===== src/include/xadc_acq_params.svh =====
`ifndef XADC_ACQ_PARAMS_SVH
`define XADC_ACQ_PARAMS_SVH

// ADC result and FIFO word layout
`define XADC_SAMPLE_W   12
`define XADC_WORD_W     64
`define XADC_LANES      5       // Results packed per FIFO word

// Frame limits
`define XADC_MAX_WORDS  150     // Frame forced closed here
`define XADC_LEN_W      12      // Width of packet_len

// Request fields
`define XADC_CNT_W      11      // Samples per chip
`define XADC_DELAY_W    18      // Inter-sample delay in clocks

// Front-end chips on the board
`define XADC_VMM_COUNT  8

`endif


===== src/xadc_acq_pkg.sv =====
`include "xadc_acq_params.svh"

package xadc_acq_pkg;

    // One ADC conversion result
    typedef logic [`XADC_SAMPLE_W-1:0] sample_t;

    // Front-end chip index
    typedef logic [$clog2(`XADC_VMM_COUNT)-1:0] vmm_sel_t;

    typedef enum logic [2:0] {
        seq_idle,
        seq_request,
        seq_wait_sample,
        seq_delay,
        seq_flush,
        seq_wait_flush,
        seq_release
    } seq_state_t;

    typedef enum logic [1:0] {
        chan_idle,
        chan_convert,
        chan_wait_eoc,
        chan_store
    } chan_state_t;

    typedef enum logic [1:0] {
        wr_idle,
        wr_write,
        wr_close,
        wr_gap
    } wr_state_t;

endpackage


===== src/acq_config.sv =====
`timescale 1ns/100ps
`include "xadc_acq_params.svh"

module acq_config
(
    input  logic                        clk125,
    input  logic                        rst,
    input  logic                        data_in_rdy,
    input  logic [15:0]                 vmm_id,
    input  logic [`XADC_CNT_W-1:0]      sample_size,
    input  logic [`XADC_DELAY_W-1:0]    delay_in,
    input  logic                        xadc_busy,
    output logic                        start,
    output logic                        all_vmm,
    output xadc_acq_pkg::vmm_sel_t      first_vmm,
    output logic [`XADC_CNT_W-1:0]      sample_size_q,
    output logic [`XADC_DELAY_W-1:0]    delay_q
);

    logic rdy_q;
    logic req_edge;

    // New request only when the sequencer is free
    assign req_edge = data_in_rdy & ~rdy_q & ~xadc_busy;

    always_ff @(posedge clk125)
    begin
        if (rst)
        begin
            rdy_q <= 1'b0;
            start <= 1'b0;
        end
        else
        begin
            rdy_q <= data_in_rdy;
            start <= req_edge;      // One cycle after the edge
        end
    end

    // Settings captured on the edge and held while busy
    always_ff @(posedge clk125)
    begin
        if (req_edge)
        begin
            sample_size_q <= sample_size;
            delay_q       <= delay_in;
            if (vmm_id[3:0] > 4'd7)
            begin
                all_vmm   <= 1'b1;  // Sweep every chip from 0
                first_vmm <= '0;
            end
            else
            begin
                all_vmm   <= 1'b0;
                first_vmm <= vmm_id[2:0];
            end
        end
    end

endmodule


===== src/adc_channel_ctrl.sv =====
`timescale 1ns/100ps

module adc_channel_ctrl
(
    input  logic                        clk125,
    input  logic                        rst,
    input  logic                        sample_req,
    input  xadc_acq_pkg::vmm_sel_t      vmm_sel,
    input  logic                        adc_eoc,
    input  logic [15:0]                 adc_data,
    output logic                        adc_convst,
    output logic [4:0]                  adc_channel,
    output logic                        sample_valid,
    output xadc_acq_pkg::sample_t       sample
);

    xadc_acq_pkg::chan_state_t state;

    assign sample_valid = (state == xadc_acq_pkg::chan_store);

    always_ff @(posedge clk125)
    begin
        if (rst)
        begin
            state       <= xadc_acq_pkg::chan_idle;
            adc_convst  <= 1'b0;
            adc_channel <= '0;
        end
        else
        begin
            adc_convst <= 1'b0;
            case (state)
                xadc_acq_pkg::chan_idle:
                begin
                    if (sample_req)
                    begin
                        adc_channel <= 5'(vmm_sel);     // PDO input of that chip
                        adc_convst  <= 1'b1;
                        state       <= xadc_acq_pkg::chan_convert;
                    end
                end

                xadc_acq_pkg::chan_convert:
                    state <= xadc_acq_pkg::chan_wait_eoc;

                // Latency set by the converter
                xadc_acq_pkg::chan_wait_eoc:
                begin
                    if (adc_eoc)
                        state <= xadc_acq_pkg::chan_store;
                end

                xadc_acq_pkg::chan_store:
                    state <= xadc_acq_pkg::chan_idle;

                default:
                    state <= xadc_acq_pkg::chan_idle;
            endcase
        end
    end

    // Result is left aligned in the 16-bit data word
    always_ff @(posedge clk125)
    begin
        if (state == xadc_acq_pkg::chan_wait_eoc && adc_eoc)
            sample <= adc_data[15:4];
    end

endmodule


===== src/fifo_writer.sv =====
`timescale 1ns/100ps
`include "xadc_acq_params.svh"

module fifo_writer
(
    input  logic                        clk125,
    input  logic                        rst,
    input  logic                        word_full,
    input  logic [`XADC_WORD_W-1:0]     word,
    input  logic [2:0]                  lanes_used,
    input  logic                        flush,
    output logic                        word_clear,
    output logic                        flush_done,
    output logic [`XADC_WORD_W-1:0]     fifo_bus,
    output logic                        data_fifo_enable,
    output logic [`XADC_LEN_W-1:0]      packet_len,
    output logic                        end_of_data
);

    xadc_acq_pkg::wr_state_t    state;
    logic [`XADC_LEN_W-1:0]     word_cnt;
    logic [`XADC_LEN_W-1:0]     word_cnt_nxt;
    logic                       flush_pend;     // Flush seen during a write
    logic                       serve_flush;

    assign word_cnt_nxt     = word_cnt + 1'b1;
    assign data_fifo_enable = (state == xadc_acq_pkg::wr_write);
    assign word_clear       = (state == xadc_acq_pkg::wr_write);
    assign end_of_data      = (state == xadc_acq_pkg::wr_close);
    assign flush_done       = (state == xadc_acq_pkg::wr_gap) && serve_flush;

    //////////////////////////////////////////////////////////////////////
    // Word writes and frame close
    //////////////////////////////////////////////////////////////////////
    always_ff @(posedge clk125)
    begin
        if (rst)
        begin
            state       <= xadc_acq_pkg::wr_idle;
            word_cnt    <= '0;
            packet_len  <= '0;
            flush_pend  <= 1'b0;
            serve_flush <= 1'b0;
        end
        else
        begin
            if (flush)
                flush_pend <= 1'b1;
            case (state)
                xadc_acq_pkg::wr_idle:
                begin
                    if (word_full)
                        state <= xadc_acq_pkg::wr_write;
                    else if (flush || flush_pend)
                    begin
                        flush_pend  <= 1'b0;
                        serve_flush <= 1'b1;
                        if (lanes_used != '0)
                            state <= xadc_acq_pkg::wr_write;   // Partial word
                        else if (word_cnt != '0)
                        begin
                            packet_len <= word_cnt;
                            word_cnt   <= '0;
                            state      <= xadc_acq_pkg::wr_close;
                        end
                        else
                            state <= xadc_acq_pkg::wr_gap;     // Nothing left to send
                    end
                end

                xadc_acq_pkg::wr_write:
                begin
                    if (word_cnt_nxt == `XADC_MAX_WORDS || serve_flush)
                    begin
                        packet_len <= word_cnt_nxt;
                        word_cnt   <= '0;
                        state      <= xadc_acq_pkg::wr_close;
                    end
                    else
                    begin
                        word_cnt <= word_cnt_nxt;
                        state    <= xadc_acq_pkg::wr_gap;
                    end
                end

                xadc_acq_pkg::wr_close:
                    state <= xadc_acq_pkg::wr_gap;

                xadc_acq_pkg::wr_gap:
                begin
                    serve_flush <= 1'b0;
                    state       <= xadc_acq_pkg::wr_idle;
                end

                default:
                    state <= xadc_acq_pkg::wr_idle;
            endcase
        end
    end

    // Word is stable while idle and held through the write cycle
    always_ff @(posedge clk125)
    begin
        if (state == xadc_acq_pkg::wr_idle)
            fifo_bus <= word;
    end

endmodule


===== src/packet_packer.sv =====
`timescale 1ns/100ps
`include "xadc_acq_params.svh"

module packet_packer
(
    input  logic                        clk125,
    input  logic                        rst,
    input  logic                        sample_valid,
    input  xadc_acq_pkg::sample_t       sample,
    input  xadc_acq_pkg::vmm_sel_t      vmm_sel,
    input  logic                        word_clear,
    output logic [`XADC_WORD_W-1:0]     word,
    output logic                        word_full,
    output logic [2:0]                  lanes_used
);

    localparam int hdr_w = $bits(xadc_acq_pkg::vmm_sel_t);

    // Word layout
    //   [63]     always zero
    //   [62:60]  chip index
    //   [59:0]   five results, lane 0 in the low bits
    always_ff @(posedge clk125)
    begin
        if (rst)
        begin
            word       <= '0;
            lanes_used <= '0;
            word_full  <= 1'b0;
        end
        else
        begin
            word_full <= 1'b0;
            if (word_clear)
            begin
                word       <= '0;   // Unused lanes read as zero
                lanes_used <= '0;
            end
            else if (sample_valid)
            begin
                word[int'(lanes_used) * `XADC_SAMPLE_W +: `XADC_SAMPLE_W] <= sample;
                word[`XADC_WORD_W-2 -: hdr_w] <= vmm_sel;
                lanes_used <= lanes_used + 1'b1;
                if (lanes_used == 3'(`XADC_LANES - 1))
                    word_full <= 1'b1;      // Last lane written
            end
        end
    end

endmodule


===== src/sample_sequencer.sv =====
`timescale 1ns/100ps
`include "xadc_acq_params.svh"

module sample_sequencer
(
    input  logic                        clk125,
    input  logic                        rst,
    input  logic                        start,
    input  logic                        all_vmm,
    input  xadc_acq_pkg::vmm_sel_t      first_vmm,
    input  logic [`XADC_CNT_W-1:0]      sample_size_q,
    input  logic [`XADC_DELAY_W-1:0]    delay_q,
    input  logic                        sample_valid,
    input  logic                        flush_done,
    input  logic                        data_in_rdy,
    input  logic                        udp_done,
    output logic                        sample_req,
    output xadc_acq_pkg::vmm_sel_t      vmm_sel,
    output logic                        flush,
    output logic                        xadc_busy
);

    localparam xadc_acq_pkg::vmm_sel_t last_vmm =
        xadc_acq_pkg::vmm_sel_t'(`XADC_VMM_COUNT - 1);

    xadc_acq_pkg::seq_state_t   state;
    logic [`XADC_CNT_W-1:0]     sample_cnt;
    logic [`XADC_DELAY_W-1:0]   delay_cnt;

    assign sample_req = (state == xadc_acq_pkg::seq_request);

    //////////////////////////////////////////////////////////////////////
    // Acquisition sequence per request
    //////////////////////////////////////////////////////////////////////
    always_ff @(posedge clk125)
    begin
        if (rst)
        begin
            state      <= xadc_acq_pkg::seq_idle;
            sample_cnt <= '0;
            delay_cnt  <= '0;
            vmm_sel    <= '0;
            flush      <= 1'b0;
            xadc_busy  <= 1'b0;
        end
        else
        begin
            flush <= (state == xadc_acq_pkg::seq_flush);   // Lets the packer settle
            case (state)
                xadc_acq_pkg::seq_idle:
                begin
                    if (start)
                    begin
                        xadc_busy  <= 1'b1;
                        vmm_sel    <= first_vmm;
                        sample_cnt <= '0;
                        state      <= xadc_acq_pkg::seq_request;
                    end
                end

                xadc_acq_pkg::seq_request:
                begin
                    sample_cnt <= sample_cnt + 1'b1;
                    state      <= xadc_acq_pkg::seq_wait_sample;
                end

                xadc_acq_pkg::seq_wait_sample:
                begin
                    if (sample_valid)
                    begin
                        delay_cnt <= '0;
                        if (sample_cnt >= sample_size_q)
                            state <= xadc_acq_pkg::seq_flush;  // Chip done
                        else
                            state <= xadc_acq_pkg::seq_delay;
                    end
                end

                xadc_acq_pkg::seq_delay:
                begin
                    if (delay_cnt == delay_q)
                        state <= xadc_acq_pkg::seq_request;
                    else
                        delay_cnt <= delay_cnt + 1'b1;
                end

                xadc_acq_pkg::seq_flush:
                    state <= xadc_acq_pkg::seq_wait_flush;

                xadc_acq_pkg::seq_wait_flush:
                begin
                    if (flush_done)
                    begin
                        if (all_vmm && vmm_sel != last_vmm)
                        begin
                            vmm_sel    <= vmm_sel + 1'b1;  // Next chip
                            sample_cnt <= '0;
                            state      <= xadc_acq_pkg::seq_request;
                        end
                        else
                            state <= xadc_acq_pkg::seq_release;
                    end
                end

                // Old request gone and UDP frame sent
                xadc_acq_pkg::seq_release:
                begin
                    if (!data_in_rdy && udp_done)
                    begin
                        xadc_busy <= 1'b0;
                        state     <= xadc_acq_pkg::seq_idle;
                    end
                end

                default:
                    state <= xadc_acq_pkg::seq_idle;
            endcase
        end
    end

endmodule


===== src/xadc_acq_top.sv =====
`timescale 1ns/100ps
`include "xadc_acq_params.svh"

module xadc_acq_top
(
    input  logic                        clk125,
    input  logic                        rst,
    input  logic                        data_in_rdy,
    input  logic [15:0]                 vmm_id,
    input  logic [`XADC_CNT_W-1:0]      sample_size,
    input  logic [`XADC_DELAY_W-1:0]    delay_in,
    input  logic                        udp_done,
    input  logic                        adc_eoc,
    input  logic [15:0]                 adc_data,
    output logic                        adc_convst,
    output logic [4:0]                  adc_channel,
    output logic [`XADC_WORD_W-1:0]     fifo_bus,
    output logic                        data_fifo_enable,
    output logic [`XADC_LEN_W-1:0]      packet_len,
    output logic                        end_of_data,
    output logic                        xadc_busy
);

    // Latched request
    logic                           start;
    logic                           all_vmm;
    xadc_acq_pkg::vmm_sel_t         first_vmm;
    logic [`XADC_CNT_W-1:0]         sample_size_q;
    logic [`XADC_DELAY_W-1:0]       delay_q;

    // Sequencer and conversion
    logic                           sample_req;
    xadc_acq_pkg::vmm_sel_t         vmm_sel;
    logic                           flush;
    logic                           flush_done;
    logic                           sample_valid;
    xadc_acq_pkg::sample_t          sample;

    // Packer to writer
    logic [`XADC_WORD_W-1:0]        word;
    logic                           word_full;
    logic                           word_clear;
    logic [2:0]                     lanes_used;

    //////////////////////////////////////////////////////////////////////
    // Request and sequencing
    //////////////////////////////////////////////////////////////////////
    acq_config i_acq_config
    (
        .clk125        (clk125),
        .rst           (rst),
        .data_in_rdy   (data_in_rdy),
        .vmm_id        (vmm_id),
        .sample_size   (sample_size),
        .delay_in      (delay_in),
        .xadc_busy     (xadc_busy),
        .start         (start),
        .all_vmm       (all_vmm),
        .first_vmm     (first_vmm),
        .sample_size_q (sample_size_q),
        .delay_q       (delay_q)
    );

    sample_sequencer i_sample_sequencer
    (
        .clk125        (clk125),
        .rst           (rst),
        .start         (start),
        .all_vmm       (all_vmm),
        .first_vmm     (first_vmm),
        .sample_size_q (sample_size_q),
        .delay_q       (delay_q),
        .sample_valid  (sample_valid),
        .flush_done    (flush_done),
        .data_in_rdy   (data_in_rdy),
        .udp_done      (udp_done),
        .sample_req    (sample_req),
        .vmm_sel       (vmm_sel),
        .flush         (flush),
        .xadc_busy     (xadc_busy)
    );

    //////////////////////////////////////////////////////////////////////
    // Conversion, packing and readout
    //////////////////////////////////////////////////////////////////////
    adc_channel_ctrl i_adc_channel_ctrl
    (
        .clk125        (clk125),
        .rst           (rst),
        .sample_req    (sample_req),
        .vmm_sel       (vmm_sel),
        .adc_eoc       (adc_eoc),
        .adc_data      (adc_data),
        .adc_convst    (adc_convst),
        .adc_channel   (adc_channel),
        .sample_valid  (sample_valid),
        .sample        (sample)
    );

    packet_packer i_packet_packer
    (
        .clk125        (clk125),
        .rst           (rst),
        .sample_valid  (sample_valid),
        .sample        (sample),
        .vmm_sel       (vmm_sel),
        .word_clear    (word_clear),
        .word          (word),
        .word_full     (word_full),
        .lanes_used    (lanes_used)
    );

    fifo_writer i_fifo_writer
    (
        .clk125           (clk125),
        .rst              (rst),
        .word_full        (word_full),
        .word             (word),
        .lanes_used       (lanes_used),
        .flush            (flush),
        .word_clear       (word_clear),
        .flush_done       (flush_done),
        .fifo_bus         (fifo_bus),
        .data_fifo_enable (data_fifo_enable),
        .packet_len       (packet_len),
        .end_of_data      (end_of_data)
    );

endmodule


===== config.mk =====
export PLATFORM = sky130hd
export DESIGN_NAME = xadc_acq_top
export DESIGN_NICKNAME = d
export VERILOG_FILES = /design/src/xadc_acq_pkg.sv /design/src/acq_config.sv /design/src/adc_channel_ctrl.sv /design/src/fifo_writer.sv /design/src/packet_packer.sv /design/src/sample_sequencer.sv /design/src/xadc_acq_top.sv
export VERILOG_INCLUDE_DIRS = /design/src /design/src/include
export SDC_FILE = /design/constraint.sdc
export NUM_CORES = 1
export LEC_CHECK = 0
export BUFFER_PORTS_ARGS = -buffer_cell sky130_fd_sc_hd__buf_2
export CORE_MARGIN = 1
export CORE_UTILIZATION = 50
export CTS_CLUSTER_DIAMETER = 150
export DETAILED_ROUTE_END_ITERATION = 12
export PLACE_DENSITY = 0.74
export SLEW_MARGIN = 10
export SYNTH_ARGS = -nofsm -noshare
export SYNTH_HDL_FRONTEND = slang
export SYNTH_SLANG_ARGS = --single-unit

===== constraint.sdc =====
create_clock -name clk125 -period 5.2 [get_ports clk125]
set_input_delay 0.52 -clock clk125 [delete_from_list [all_inputs] [get_ports clk125]]
set_output_delay 0.52 -clock clk125 [all_outputs]
set_load 0.005 [all_outputs]

==> metrics.yaml <==
worst_setup_path:
  cp-start-kind: "flop"
  crit_path_end_kind: "flop"
  path_cells: "fa_1, xor2_1, xnor2_1, nand3_1, a21oi_1, mux2i_1, nor2_1"
  cp.required_ns: 5.60
  cpMaxStageDelayCell: "dfxtp_1"
  critical-path-max-stage-delay_ns: 0.96
  worstSetupPathType: "reg2reg"
  crit_fanout: 26
  cp.arrival_ns: 4.39
  reg2reg_slack_ns: 1.21
cts:
  cts_resized: 0
  holdBufCountCts: 0
  clk_path_buf_depth: 3
  cts_setup_buffers: 0
  cts_root_buf: "clkbuf_16"
  clk-insertion-delay-late_ns: 0.54
  cts_tree: "built"
  htreeDepth: 1
  cts.sinks: 250
  numCtsBuffers: 26
  clk_pin_slew_ns: 0.06
synthesis:
  seq_area_frac_synth_pct: 52.9
  ys_async_sr_fraction_pct: 0
  ys_top_cells_by_area: "edfxtp_1, dfxtp_1, mux2i_1"
  synth_top_family_by_area: "simple AND/OR/NAND/NOR gates"
  synth-xor-area-share_pct: 4.25
  syn_inst: 1102
  yosysWarnings: 0
  yosys.area_share.adder_pct: 3.65
  muxShareOfSynthArea_pct: 6.84
  ys_types: 75
  yosys.area.top_type: "edfxtp_1"
  ys_ff_latch: 250
  synth_compound_area_share_pct: 11.5
  synth-main-ff-cell: "dfxtp_1"
  avgSynthCellArea_sq_um: 10.5
  synth_top_area_share_pct: 28.4
  synth_top_cells_by_count: "dfxtp_1, nor2_1, edfxtp_1, mux2i_1, nand2_1"
  netlist_area_sq_um: 11500
  synth-simple-area-share_pct: 17.0
  synth_most_common_cell: "dfxtp_1"
  synth_edf_count: 109
final_layout:
  syn2layout_area_growth_pct: 13.8
  drive_gt1_share_pct: 16.0
  stdcell_area_sq_um: 13100
  n_antenna_cell: 0
  layout.cells.non_filler: 1507
  fillers: 1875
  fin_nets: 1301
grt:
  antenna_found_initial: 0
  grt_max_degree: 68
  gr-total-overflow: 0
  grt.total_usage_pct: 20.5
  grt_first_pass_wirelength_um: 39700
  grt_pass1_vias: 7896
die:
  pin_count: 151
  die_w_um: 154
  rows: 55
  start_util_pct: 50.9
  die-area_sq_um: 23700
  die_h_um: 154
  core_area_sq_um: 22600
drt:
  route.met3.wl_um: 1140
  vias: 8381
  dr.pass1.iters: 5
  drt-initial-drc-count: 550
  topRoutingLayerUsed: "met4"
  ant_nets: 0
  met1_length_um: 11000
  routed_via_density: 5.56
  route.met2.wl_um: 11300
  routed_wl_um: 24000
  drc_errors: 0
  wl_per_cell_um: 15.9
timing:
  min_period_ns: 3.99
  finalSetupViolCount: 0
  slew-limit-headroom_pct: 20.9
  clock_skew_ns: 0.0224
  setup_tns_ns: 0
  hold_violations: 0
  rsz0062_at_grt: "false"
  max_slew.worst_pin.slew_ns: 1.17
  layout_worst_path_cycle_share_pct: 76.7
  finalMaxSlewViolations: 0
  max_freq_mhz: 251
place:
  gp_congestion: 0.962
  port_buffers: 132
  place_inst: 1459
  placed_area_sq_um: 12300
  dp_hpwl_um: 16600
power:
  power_leakage_nw: 5.27
  ir_drop_mv: 0.334
  power_density_nw_per_um2: 393
min_path:
  holdCritPathClass: "in2reg"
outcome:
  status: "complete, no violations"
flow_run:
  maxCapViolCount: 0
-- critical path, delay by kind of cell (launching register included) --
family	cells	cell delay (ns)
compound gates	1	0.56
xor+xnor	2	1.00
fa+ha+maj	1	0.69
flops	1	0.96
mux	1	0.25
simple gates	2	0.38
-- final timing paths --
kind / to / cells after the start / startpoint
min: i_adc_channel_ctrl.sample[5]$_DFFE_PP_ / 1 / adc_data[9]
min reg2reg: i_fifo_writer.fifo_bus[15]$_DFFE_PP_ / 0 / i_packet_packer.word[15]$_SDFFE_PP0P_
max reg2reg: i_packet_packer.word[33]$_SDFFE_PP0P_ / 7 / i_packet_packer.lanes_used[2]$_SDFFE_PP0P_
max: i_packet_packer.word[33]$_SDFFE_PP0P_ / 7 / i_packet_packer.lanes_used[2]$_SDFFE_PP0P_
-- per-stage QoR --
step | total power, mW | util, % | hold slack (ns) | setup WS (ns)
2_1_floorplan | 3.06 | - | 0.408 | 1.45
3_3_place_gp | 3.39 | 54.3 | 0.412 | 1.31
3_5_place_dp | 3.41 | 54.3 | 0.414 | 1.32
4_1_cts | 5.21 | 58.0 | 0.145 | 1.29
5_1_grt | 5.41 | 58.0 | 0.138 | 0.978
6_report | 5.16 | 58.0 | 0.157 | 1.21
-- cells by family after synthesis --
kind of cell	Yosys count
DFF	250
buffers and inverters	105
xor gates and xnor gates	56
and+or+nand+nor	387
muxes	77
adders and majority gates	33
AOI/OAI and AO/OA	193
other	1
-- power breakdown --
group	total (mW)	internal, mW	switching, mW
Combinational	0.854	0.316	0.538
Clock	1.80	1.03	0.768
Sequential	2.51	2.39	0.114
-- area by class of cell --
class | count | area, sq um | share of cell area, %
inverter | 38 | 143 | 1.09
clock inverter | 15 | 150 | 1.14
multi-input combinational | 748 | 5000 | 38.1
sequential | 250 | 6100 | 46.4
timing repair buffer | 138 | 706 | 5.38
tap | 285 | 357 | 2.72
clock buffer | 33 | 677 | 5.16
-- layout by cell type, fill, tap and decap left out, types with 5 or more instances in the layout --
cell type	instances
and3b_1	7
nand3_1	35
a221oi_1	11
ha_1	31
nand2b_1	11
dfxtp_1	141
a21oi_1	52
and4_1	7
a31oi_1	8
nor3_1	28
mux2i_1	63
xor2_1	28
nand4_1	11
clkbuf_16	26
o21a_1	7
mux2_1	9
xnor2_1	28
o21ai_0	28
a22oi_1	9
nor2_1	135
clkbuf_1	7
nor4_1	7
buf_4	6
edfxtp_1	109
or3_1	13
a211oi_1	20
mux2_2	5
and3_1	14
or4_1	7
o211ai_1	6
buf_2	132
a32oi_1	6
nand2_1	54
nor2b_1	33
o22ai_1	7
inv_1	37
-- sequential cells by signal, indices dropped and copies added (netlist names), 2 cells and up --
signal,flops
i_adc_channel_ctrl.state,2
i_packet_packer.word,64
i_acq_config.sample_size_q,11
i_sample_sequencer.vmm_sel,3
i_sample_sequencer.delay_cnt,18
i_adc_channel_ctrl.adc_channel,3
i_acq_config.delay_q,18
i_packet_packer.lanes_used,3
i_fifo_writer.packet_len,12
i_sample_sequencer.sample_cnt,11
i_fifo_writer.state,2
i_sample_sequencer.state,3
i_adc_channel_ctrl.sample,12
i_fifo_writer.fifo_bus,64
i_acq_config.first_vmm,3
i_fifo_writer.word_cnt,12
-- metal layers --
| layer | GRT usage [%] | up-vias |
|---|---|---|
| met3 | 2.96 | 43 |
| li1 | - | 4184 |
| met2 | 34.6 | 253 |
| met4 | 5.67 | 0 |
| met5 | 0 | - |
| met1 | 27.4 | 3901 |
Note: power is estimated with default switching activity, not from simulation.
